**src/hw/crc_settings.svh**
```systemverilog
`ifndef CRC_SETTINGS_SVH
`define CRC_SETTINGS_SVH

// Width of the AHB data bus and of every CRC register
`define CRC_DW 32

// HADDR bits that pick one of the word registers
`define CRC_ADDR_HI 4
`define CRC_ADDR_LO 2

// Reset values of the configuration registers
`define CRC_INIT_RST 32'hFFFF_FFFF
// Ethernet CRC-32 polynomial, normal form
`define CRC_POLY_RST 32'h04C1_1DB7
`define CRC_IDR_RST  8'h00

`endif

```
**src/hw/ahb_pkg.sv**
```systemverilog
`default_nettype none

package ahb_pkg;

	//////////////////////////////////////////////////////////////////////
	// AHB-Lite bus encodings
	//////////////////////////////////////////////////////////////////////

	// HTRANS, only NONSEQ starts a transfer in this peripheral
	typedef enum logic [1:0]
	{
		IDLE   = 2'b00,
		BUSY   = 2'b01,
		NONSEQ = 2'b10,
		SEQ    = 2'b11
	} htrans_e;

	// HRESP
	typedef enum logic
	{
		OKAY  = 1'b0,
		ERROR = 1'b1
	} hresp_e;

	// HSIZE up to one 32-bit word
	typedef enum logic [2:0]
	{
		BYTE = 3'b000,
		HALF = 3'b001,
		WORD = 3'b010
	} hsize_e;

endpackage

`default_nettype wire

```
**src/hw/crc_pkg.sv**
```systemverilog
`default_nettype none

package crc_pkg;

	//////////////////////////////////////////////////////////////////////
	// CRC register map and operating modes
	//////////////////////////////////////////////////////////////////////

	// Word offsets, taken from HADDR[4:2]
	typedef enum logic [2:0]
	{
		DR   = 3'h0,
		IDR  = 3'h1,
		CR   = 3'h2,
		INIT = 3'h4,
		POL  = 3'h5
	} crc_reg_e;

	// CR[4:3]
	typedef enum logic [1:0]
	{
		P32 = 2'b00,
		P16 = 2'b01,
		P8  = 2'b10,
		P7  = 2'b11
	} poly_size_e;

	// CR[6:5], span over which input bits are mirrored
	typedef enum logic [1:0]
	{
		REV_NONE = 2'b00,
		REV_BYTE = 2'b01,
		REV_HALF = 2'b10,
		REV_WORD = 2'b11
	} rev_in_e;

	// Byte-serial engine
	typedef enum logic
	{
		ENG_IDLE = 1'b0,
		ENG_RUN  = 1'b1
	} eng_state_e;

endpackage

`default_nettype wire

```
**src/hw/crc_cfg_if.sv**
```systemverilog
`timescale 1ns/1ps
`default_nettype none
`include "crc_settings.svh"

interface crc_cfg_if;
	import ahb_pkg::*;
	import crc_pkg::*;

	// Host to the config registers and the datapath
	logic [`CRC_DW-1:0] wdata;
	hsize_e             bus_size;
	poly_size_e         poly_size;
	rev_in_e            rev_in;
	logic               rev_out;
	// One-cycle write strobes
	logic               init_en;
	logic               idr_en;
	logic               poly_en;
	logic               buffer_write_en;
	logic               reset_chain;

	// Datapath status and result
	logic               buffer_full;
	logic               read_wait;
	logic               reset_pending;
	logic [`CRC_DW-1:0] crc_out;

	// Config register contents
	logic [`CRC_DW-1:0] init_out;
	logic [`CRC_DW-1:0] poly_out;
	logic [7:0]         idr_out;

	modport host
	(
		output wdata, bus_size, poly_size, rev_in, rev_out,
		output init_en, idr_en, poly_en, buffer_write_en, reset_chain,
		input  buffer_full, read_wait, reset_pending, crc_out,
		input  init_out, poly_out, idr_out
	);

	modport cfg
	(
		input  wdata, init_en, idr_en, poly_en,
		output init_out, poly_out, idr_out
	);

	modport dp
	(
		input  wdata, bus_size, poly_size, rev_in, rev_out,
		input  buffer_write_en, reset_chain, init_out, poly_out,
		output buffer_full, read_wait, reset_pending, crc_out
	);

endinterface

`default_nettype wire

```
**src/hw/ahb_host_if.sv**
```systemverilog
`timescale 1ns/1ps
`default_nettype none
`include "crc_settings.svh"

module ahb_host_if
(
	input  wire                     HCLK,
	input  wire                     HRESETn,
	input  wire [31:0]              HADDR,
	input  wire ahb_pkg::htrans_e   HTRANS,
	input  wire ahb_pkg::hsize_e    HSIZE,
	input  wire                     HWRITE,
	input  wire                     HSEL,
	input  wire                     HREADY,
	input  wire [`CRC_DW-1:0]       HWDATA,
	output logic [`CRC_DW-1:0]      HRDATA,
	output logic                    HREADYOUT,
	output ahb_pkg::hresp_e         HRESP,
	crc_cfg_if.host                 bus
);
	import ahb_pkg::*;
	import crc_pkg::*;

	// Address phase registers hold while the data phase stalls
	crc_reg_e   reg_pp;
	hsize_e     size_pp;
	htrans_e    trans_pp;
	logic       write_pp;
	logic       sel_pp;

	// CR fields
	poly_size_e cr_poly_size;
	rev_in_e    cr_rev_in;
	logic       cr_rev_out;

	logic               sample_bus;
	logic               xfer_wr;
	logic               xfer_rd;
	logic               dr_wr;
	logic               dr_rd;
	logic               init_wr;
	logic               cr_wr;
	logic [`CRC_DW-1:0] cr_rd;

	//////////////////////////////////////////////////////////////////////
	// Address phase pipeline
	//////////////////////////////////////////////////////////////////////

	// New address phase only when the current data phase completes
	assign sample_bus = HREADY && HREADYOUT;

	always_ff @(posedge HCLK)
	begin
		if (!HRESETn)
		begin
			sel_pp   <= 1'b0;
			write_pp <= 1'b0;
			trans_pp <= IDLE;
		end
		else if (sample_bus)
		begin
			sel_pp   <= HSEL;
			write_pp <= HWRITE;
			trans_pp <= HTRANS;
		end
	end

	always_ff @(posedge HCLK)
	begin
		if (sample_bus)
		begin
			reg_pp  <= crc_reg_e'(HADDR[`CRC_ADDR_HI:`CRC_ADDR_LO]);
			size_pp <= HSIZE;
		end
	end

	// SEQ and BUSY beats fall through as idle
	assign xfer_wr = sel_pp && write_pp && (trans_pp == NONSEQ);
	assign xfer_rd = sel_pp && !write_pp && (trans_pp == NONSEQ);

	assign dr_wr   = xfer_wr && (reg_pp == DR);
	assign dr_rd   = xfer_rd && (reg_pp == DR);
	assign init_wr = xfer_wr && (reg_pp == INIT);
	assign cr_wr   = xfer_wr && (reg_pp == CR);

	//////////////////////////////////////////////////////////////////////
	// Wait states and strobes
	//////////////////////////////////////////////////////////////////////

	// Stall on a busy engine, a DR read before the result, or INIT under a chain reset
	assign HREADYOUT = !((dr_wr && bus.buffer_full) ||
		(dr_rd && bus.read_wait) ||
		(init_wr && bus.reset_pending));

	// No error responses
	assign HRESP = OKAY;

	// Held writes strobe only in the completing cycle
	assign bus.buffer_write_en = dr_wr && !bus.buffer_full;
	assign bus.init_en         = init_wr && !bus.reset_pending;
	assign bus.idr_en          = xfer_wr && (reg_pp == IDR);
	assign bus.poly_en         = xfer_wr && (reg_pp == POL);
	assign bus.reset_chain     = cr_wr && HWDATA[0];

	// Write data is sampled straight from the data phase
	assign bus.wdata     = HWDATA;
	assign bus.bus_size  = size_pp;
	assign bus.poly_size = cr_poly_size;
	assign bus.rev_in    = cr_rev_in;
	assign bus.rev_out   = cr_rev_out;

	// Bit 0 of CR is a command and is not stored
	always_ff @(posedge HCLK)
	begin
		if (!HRESETn)
		begin
			cr_poly_size <= P32;
			cr_rev_in    <= REV_NONE;
			cr_rev_out   <= 1'b0;
		end
		else if (cr_wr)
		begin
			cr_poly_size <= poly_size_e'(HWDATA[4:3]);
			cr_rev_in    <= rev_in_e'(HWDATA[6:5]);
			cr_rev_out   <= HWDATA[7];
		end
	end

	//////////////////////////////////////////////////////////////////////
	// Read data merge
	//////////////////////////////////////////////////////////////////////

	// CR fields read back in place
	assign cr_rd = {{(`CRC_DW-8){1'b0}}, cr_rev_out, cr_rev_in, cr_poly_size, 3'b000};

	always_comb
	begin
		case (reg_pp)
			DR:      HRDATA = bus.crc_out;
			IDR:     HRDATA = {{(`CRC_DW-8){1'b0}}, bus.idr_out};
			CR:      HRDATA = cr_rd;
			INIT:    HRDATA = bus.init_out;
			POL:     HRDATA = bus.poly_out;
			default: HRDATA = '0;
		endcase
	end

	// A strobe after a one-cycle data phase traces back to a selected NONSEQ write on the bus
	assert property (@(posedge HCLK) disable iff (!HRESETn)
		((bus.init_en || bus.idr_en || bus.poly_en || bus.buffer_write_en ||
		bus.reset_chain) && $past(sample_bus))
		|-> $past(HSEL && HWRITE && (HTRANS == NONSEQ)));

	// A DR read never completes while a word folds or a chain reset waits
	assert property (@(posedge HCLK) disable iff (!HRESETn)
		(dr_rd && HREADYOUT) |-> !(bus.buffer_full || bus.reset_pending));

endmodule

`default_nettype wire

```
**src/hw/crc_ahb.sv**
```systemverilog
`timescale 1ns/1ps
`default_nettype none
`include "crc_settings.svh"

module crc_ahb
(
	input  wire                   HCLK,
	input  wire                   HRESETn,
	input  wire [31:0]            HADDR,
	input  wire ahb_pkg::htrans_e HTRANS,
	input  wire ahb_pkg::hsize_e  HSIZE,
	input  wire                   HWRITE,
	input  wire                   HSEL,
	input  wire                   HREADY,
	input  wire [`CRC_DW-1:0]     HWDATA,
	output wire [`CRC_DW-1:0]     HRDATA,
	output wire                   HREADYOUT,
	output wire ahb_pkg::hresp_e  HRESP
);

	// Shared config and status bundle
	crc_cfg_if bus ();

	// AHB slave side, decode and CR
	ahb_host_if u_host
	(
		.HCLK      (HCLK),
		.HRESETn   (HRESETn),
		.HADDR     (HADDR),
		.HTRANS    (HTRANS),
		.HSIZE     (HSIZE),
		.HWRITE    (HWRITE),
		.HSEL      (HSEL),
		.HREADY    (HREADY),
		.HWDATA    (HWDATA),
		.HRDATA    (HRDATA),
		.HREADYOUT (HREADYOUT),
		.HRESP     (HRESP),
		.bus       (bus)
	);

	// INIT, POL and IDR
	crc_config_regs u_cfg
	(
		.HCLK    (HCLK),
		.HRESETn (HRESETn),
		.bus     (bus)
	);

	// Buffer and CRC engine
	crc_datapath u_dp
	(
		.HCLK    (HCLK),
		.HRESETn (HRESETn),
		.bus     (bus)
	);

endmodule

`default_nettype wire

```
**src/hw/crc_config_regs.sv**
```systemverilog
`timescale 1ns/1ps
`default_nettype none
`include "crc_settings.svh"

module crc_config_regs
(
	input wire     HCLK,
	input wire     HRESETn,
	crc_cfg_if.cfg bus
);

	logic [`CRC_DW-1:0] init_q;
	logic [`CRC_DW-1:0] poly_q;
	logic [7:0]         idr_q;

	// INIT, seed for every chain reset
	always_ff @(posedge HCLK)
	begin
		if (!HRESETn)
			init_q <= `CRC_INIT_RST;
		else if (bus.init_en)
			init_q <= bus.wdata;
	end

	// POL, normal form, top bit implied by the width
	always_ff @(posedge HCLK)
	begin
		if (!HRESETn)
			poly_q <= `CRC_POLY_RST;
		else if (bus.poly_en)
			poly_q <= bus.wdata;
	end

	// IDR, scratch byte
	always_ff @(posedge HCLK)
	begin
		if (!HRESETn)
			idr_q <= `CRC_IDR_RST;
		else if (bus.idr_en)
			idr_q <= bus.wdata[7:0];
	end

	assign bus.init_out = init_q;
	assign bus.poly_out = poly_q;
	assign bus.idr_out  = idr_q;

	// One data phase targets one register
	assert property (@(posedge HCLK) disable iff (!HRESETn)
		$onehot0({bus.init_en, bus.idr_en, bus.poly_en}));

endmodule

`default_nettype wire

```
**src/hw/crc_datapath.sv**
```systemverilog
`timescale 1ns/1ps
`default_nettype none
`include "crc_settings.svh"

module crc_datapath
(
	input wire    HCLK,
	input wire    HRESETn,
	crc_cfg_if.dp bus
);
	import ahb_pkg::*;
	import crc_pkg::*;

	eng_state_e         state;
	logic [`CRC_DW-1:0] buf_q;
	logic [1:0]         bytes_left;
	logic [`CRC_DW-1:0] crc_q;
	logic               reset_pend_q;
	logic               chain_go;
	logic [`CRC_DW-1:0] width_mask;
	logic [4:0]         out_shift;
	logic [`CRC_DW-1:0] crc_masked;

	// Mirror bits inside aligned spans of 1, 8, 16 or 32 bits
	function automatic logic [`CRC_DW-1:0] bit_reverse(input logic [`CRC_DW-1:0] w,
		input rev_in_e mode);
		logic [`CRC_DW-1:0] r;
		logic [4:0]         flip;
		case (mode)
			REV_BYTE: flip = 5'd7;
			REV_HALF: flip = 5'd15;
			REV_WORD: flip = 5'd31;
			default:  flip = 5'd0;
		endcase
		for (int i = 0; i < `CRC_DW; i++)
			r[i] = w[5'(i) ^ flip];
		return r;
	endfunction

	// One data byte, MSB first, into a CRC of the width given by mask
	function automatic logic [`CRC_DW-1:0] crc_byte(input logic [`CRC_DW-1:0] crc,
		input logic [7:0] data, input logic [`CRC_DW-1:0] poly,
		input logic [`CRC_DW-1:0] mask);
		logic [`CRC_DW-1:0] c;
		logic [`CRC_DW-1:0] top;
		logic               fb;
		c = crc & mask;
		// Highest bit inside the mask
		top = mask ^ (mask >> 1);
		for (int i = 7; i >= 0; i--)
		begin
			fb = (|(c & top)) ^ data[i];
			c = (c << 1) & mask;
			if (fb)
				c = c ^ (poly & mask);
		end
		return c;
	endfunction

	// Bytes still to fold after the first one
	function automatic logic [1:0] last_byte(input hsize_e size);
		case (size)
			BYTE:    return 2'd0;
			HALF:    return 2'd1;
			default: return 2'd3;
		endcase
	endfunction

	//////////////////////////////////////////////////////////////////////
	// Width selection and result
	//////////////////////////////////////////////////////////////////////

	always_comb
	begin
		case (bus.poly_size)
			P16:
			begin
				width_mask = 32'h0000_FFFF;
				out_shift  = 5'd16;
			end
			P8:
			begin
				width_mask = 32'h0000_00FF;
				out_shift  = 5'd24;
			end
			P7:
			begin
				width_mask = 32'h0000_007F;
				out_shift  = 5'd25;
			end
			default:
			begin
				width_mask = 32'hFFFF_FFFF;
				out_shift  = 5'd0;
			end
		endcase
	end

	assign crc_masked = crc_q & width_mask;
	// Output mirror over the active width only
	assign bus.crc_out = bus.rev_out ? (bit_reverse(crc_masked, REV_WORD) >> out_shift)
		: crc_masked;

	//////////////////////////////////////////////////////////////////////
	// Engine and chain reset
	//////////////////////////////////////////////////////////////////////

	// INIT goes in as soon as no word is in flight
	assign chain_go = (bus.reset_chain || reset_pend_q) && (state == ENG_IDLE);

	always_ff @(posedge HCLK)
	begin
		if (!HRESETn)
		begin
			state        <= ENG_IDLE;
			bytes_left   <= 2'd0;
			reset_pend_q <= 1'b0;
			crc_q        <= `CRC_INIT_RST;
		end
		else
		begin
			if (chain_go)
				reset_pend_q <= 1'b0;
			else if (bus.reset_chain)
				reset_pend_q <= 1'b1;
			if (chain_go)
				crc_q <= bus.init_out;
			else if (state == ENG_RUN)
				crc_q <= crc_byte(crc_q, buf_q[7:0], bus.poly_out, width_mask);
			case (state)
				ENG_IDLE:
				begin
					if (bus.buffer_write_en)
					begin
						state      <= ENG_RUN;
						bytes_left <= last_byte(bus.bus_size);
					end
				end
				default:
				begin
					if (bytes_left == 2'd0)
						state <= ENG_IDLE;
					else
						bytes_left <= bytes_left - 2'd1;
				end
			endcase
		end
	end

	// Input word, low byte first out
	always_ff @(posedge HCLK)
	begin
		if (bus.buffer_write_en)
			buf_q <= bit_reverse(bus.wdata, bus.rev_in);
		else if (state == ENG_RUN)
			buf_q <= buf_q >> 8;
	end

	assign bus.buffer_full   = (state == ENG_RUN);
	assign bus.read_wait     = (state == ENG_RUN) || reset_pend_q;
	assign bus.reset_pending = reset_pend_q;

	// Host holds DR writes off while a word is still folding
	assert property (@(posedge HCLK) disable iff (!HRESETn)
		bus.buffer_write_en |-> !bus.buffer_full);

	// At most four bytes per word
	assert property (@(posedge HCLK) disable iff (!HRESETn)
		(state == ENG_RUN) [*4] |=> (state == ENG_IDLE));

endmodule

`default_nettype wire

```
**config.mk**
```make
export PLATFORM = sky130hd
export DESIGN_NAME = crc_ahb
export DESIGN_NICKNAME = d
export VERILOG_FILES = /design/src/hw/ahb_pkg.sv /design/src/hw/crc_pkg.sv /design/src/hw/crc_cfg_if.sv /design/src/hw/ahb_host_if.sv /design/src/hw/crc_ahb.sv /design/src/hw/crc_config_regs.sv /design/src/hw/crc_datapath.sv
export VERILOG_INCLUDE_DIRS = /design/src /design/src/hw
export SDC_FILE = /design/constraint.sdc
export NUM_CORES = 1
export LEC_CHECK = 0
export BUFFER_PORTS_ARGS = -buffer_cell sky130_fd_sc_hd__buf_4
export CAP_MARGIN = 20
export CORE_ASPECT_RATIO = 0.5
export CORE_MARGIN = 2
export CORE_UTILIZATION = 45
export CTS_BUF_LIST = sky130_fd_sc_hd__clkbuf_2
export DETAILED_ROUTE_END_ITERATION = 8
export GPL_ROUTABILITY_DRIVEN = 0
export PLACE_DENSITY = 0.69
export SLEW_MARGIN = 10
export SYNTH_ARGS = -nofsm -noshare
export SYNTH_HDL_FRONTEND = slang
export SYNTH_SLANG_ARGS = --single-unit
```
**constraint.sdc**
```tcl
create_clock -name HCLK -period 16.9 [get_ports HCLK]
set_clock_uncertainty 0.05 [all_clocks]
set_input_delay 3.38 -clock HCLK [delete_from_list [all_inputs] [get_ports HCLK]]
set_output_delay 3.38 -clock HCLK [all_outputs]
set_load 0.005 [all_outputs]
```
==> results.md <==
* Drt total wl at 46000 um
* Worst setup path class: reg2reg
* Most numerous cell on the critical path: sky130_fd_sc_hd__buf_4
* Area of the multi-input gates at 9390 um^2
* Data arrival time of the critical path at 10150 ps
* Clock buffer count from CTS at 17
* Max-slew violation count at 0
* Number of filler instances in the final layout at 2866
* Final Instance Count excl. Fillers at 2095
* Number of antenna-violating nets in the routed design at 0
* Total core area at 29300 um^2
* Mapped cell area at 13600 um^2
* Clock Sink Count at 155
* Seq/Total Area, Yosys at 0.256
* Row count at 44
* Cells after DPL at 2062
* Footprint of the flip-flops and latches at 3490 um^2
* Number of antenna violations at the first check in global routing at 1
* Clock tree root driver cell: sky130_fd_sc_hd__clkbuf_2
* Placed cell area at 14300 um^2
* Post-Syn Instances at 1716
* Minimum clock period at 9610 ps
* Count of cells resized by post-cts repair at 0
* Element type at the critical path start: flop
* Worst setup EP type: flop
* CTS tree: done
* Period Utilization, post-route at 0.568
* Net Count, Synth at 1791
* Fin nets at 1765
* Worst skew pair latency at 790 ps
* Drt drc at 0
* Max-cap violations at 0
* Die extent in x at 250 um
* Final-layout setup total negative slack at 0 ps
* Detailed-route wire length per cell at 22.0 um
* Worst slew margin at 0.240
* Largest cells by area after synthesis: sky130_fd_sc_hd__dfxtp_1, sky130_fd_sc_hd__nand2_1, sky130_fd_sc_hd__xnor2_1, sky130_fd_sc_hd__edfxtp_1, sky130_fd_sc_hd__mux2i_1
* Post-layout total power at 651 uW
* Max Fclk at 104 MHz
* Total power divided by cell area at 44.8 nW/um^2
* Top FF cell, synth: sky130_fd_sc_hd__dfxtp_1
* Design area at 14500 um^2
* Clk pin slew, worst setup/hold paths at 250 ps
* Number of hold-repair buffers added at the cts stage at 0
* Biggest cell delay along the critical path at 890 ps
* Total routing usage reported by global routing at 0.288
* Buffers on Ports at 77
* Leakage Power at 0.00546 uW
* IO Count at 108
* Count of flip-flops with a built-in enable after synthesis at 38
* Proportion of layout cells with a drive suffix above 1 at 0.153
* Wire length of the first global-routing pass at 70500 um
* Average footprint of a synthesized cell at 7.92 um^2
* H-tree levels at 4
* Yosys top cell area share at 0.172
* Setup Viol. Count Final at 0
* RSZ-0062 raised after global routing: false
* Worst path bufs/invs at 3
* Largest vdd supply drop at 0.0000381 V
* Slew at the pin closest to its max-slew limit at 1140 ps
* Count of different cell masters after synthesis at 88
* Total via count in the routed design at 12900
* Commonest non-fill, non-tap cell in the layout: sky130_fd_sc_hd__nand2_1
* Die height at 127 um
* Number of global-route vias before repair at 11700
* Kind of cell adding the most delay to the critical path: simple AND/OR/NAND/NOR gates
* Max FO, Critical Path at 38
* Total die area at 31700 um^2
* Count of final hold-check violations at 0
* Largest net degree at the start of global routing at 74
* Slowest library cell on the worst path: sky130_fd_sc_hd__nor2_1
* Vias per cell at 6.18
* Violation count after the first detailed-routing iteration at 1917
* Synth Warn # at 0
* Outcome: finished, final reports clean
* Setup repair bufs after CTS at 0
* Largest area contributor in the netlist: sky130_fd_sc_hd__dfxtp_1
* Post-detailed-placement half-perimeter wirelength at 32800 um
* Required arrival time at the worst endpoint at 17450 ps
* Drt first pass iters at 8
* CTS Buffer Depth at 2
* Share of flip-flops with an asynchronous set or reset at 0
* Global route overflow at 0
* Area Overhead vs Synth at 7.05%
* Worst hold-check path type: reg2reg
* Most frequent cells in the layout: sky130_fd_sc_hd__nand2_1, sky130_fd_sc_hd__xnor2_1, sky130_fd_sc_hd__dfxtp_1, sky130_fd_sc_hd__buf_4, sky130_fd_sc_hd__nor2_1
* Effective utilization at floorplan at 0.463
* FF+latch count, synth at 155
## final cells by class
| type | count | share of cell area |
|---|---|---|
| multi-input cells | 1371 | 0.646 |
| flip-flops and latches | 155 | 0.240 |
| repair buffers | 111 | 0.0573 |
| well taps | 391 | 0.0336 |
| inverters | 34 | 0.00877 |
| clock inverters | 12 | 0.00791 |
| clock buffers | 20 | 0.00688 |
| diodes | 1 | 0.000172 |
## logic make-up after synthesis
logic type	after synthesis	share of synthesized area
DFF	155	0.256
adders and majority gates	1	0.000921
buffers and inverters	190	0.0577
other	1	0.000276
xor gates and xnor gates	215	0.143
AOI/OAI and AO/OA	287	0.142
and+or+nand+nor	695	0.233
muxes	172	0.167
## tightest hold or removal path, cell delays in order, from the launching register on
cell                      delay [ps]
sky130_fd_sc_hd__dfxtp_1         370
sky130_fd_sc_hd__nand2_1          50
sky130_fd_sc_hd__a21oi_1          50
## power by group
part           internal [uW]  switching (uW)
clock network           57.2             149
registers                381            2.98
logic                   27.2            34.0
total                    465             186
## stage by stage
| stage | hold slack, ps | util | setup slack [ps] |
|---|---|---|---|
| global placement | 396 | 0.488 | 7600 |
| floorplan | 386 | - | 9350 |
| finish | 424 | 0.496 | 7290 |
| CTS | 425 | 0.496 | 7410 |
| detailed placement | 399 | 0.488 | 7500 |
| global route | 447 | 0.496 | 6710 |
## path summary, 6_finish.rpt
| check | start | end | slack (ps) | cells after the start |
|---|---|---|---|---|
| min reg2reg | u_host.trans_pp[1]$_SDFFE_PN0P_ | u_host.trans_pp[1]$_SDFFE_PN0P_ | 420 | 2 |
| max reg2reg | u_host.bus.poly_size[0]$_SDFFE_PN0P_ | u_dp.crc_q[2]$_SDFFE_PN1P_ | 7290 | 29 |
| min | u_host.trans_pp[1]$_SDFFE_PN0P_ | u_host.trans_pp[1]$_SDFFE_PN0P_ | 420 | 2 |
| max | u_host.bus.poly_size[0]$_SDFFE_PN0P_ | u_dp.crc_q[2]$_SDFFE_PN1P_ | 7290 | 29 |
## sequential cells by signal (all words and copies together), names as in the netlist
name / cells
u_host.trans_pp: 2
u_host.bus.poly_size: 2
u_host.bus.rev_in: 2
u_dp.crc_q: 32
u_cfg.bus.init_out: 32
u_cfg.bus.idr_out: 8
u_cfg.bus.poly_out: 32
u_dp.bus.buffer_full: 1
u_dp.buf_q: 32
u_host.sel_pp: 1
u_dp.bytes_left: 2
u_host.reg_pp: 3
u_host.write_pp: 1
u_dp.bus.reset_pending: 1
u_host.bus.rev_out: 1
u_host.bus.bus_size: 3
## metal layers
layer	vias to the layer above	routed length, um	part of all wire	global-route usage
li1	5912	-	-	-
met1	6145	19700	0.43	0.422
met2	779	19200	0.42	0.414
met3	103	5690	0.12	0.0618
met4	0	1480	0.032	0.102
met5	-	0	0	0
## synth_stat cells, drive strengths merged (18+ instances only)
| cell type | count |
|---|---|
| xor2 | 51 |
| buf | 40 |
| nor2 | 99 |
| nor3 | 18 |
| a22oi | 21 |
| o21ai | 76 |
| or4 | 24 |
| dfxtp | 117 |
| nand3 | 61 |
| o211ai | 20 |
| mux4 | 39 |
| mux2 | 38 |
| mux2i | 95 |
| nand2 | 390 |
| edfxtp | 38 |
| clkbuf | 116 |
| inv | 34 |
| a21oi | 67 |
| xnor2 | 161 |
(Power assumes the default switching activity.)
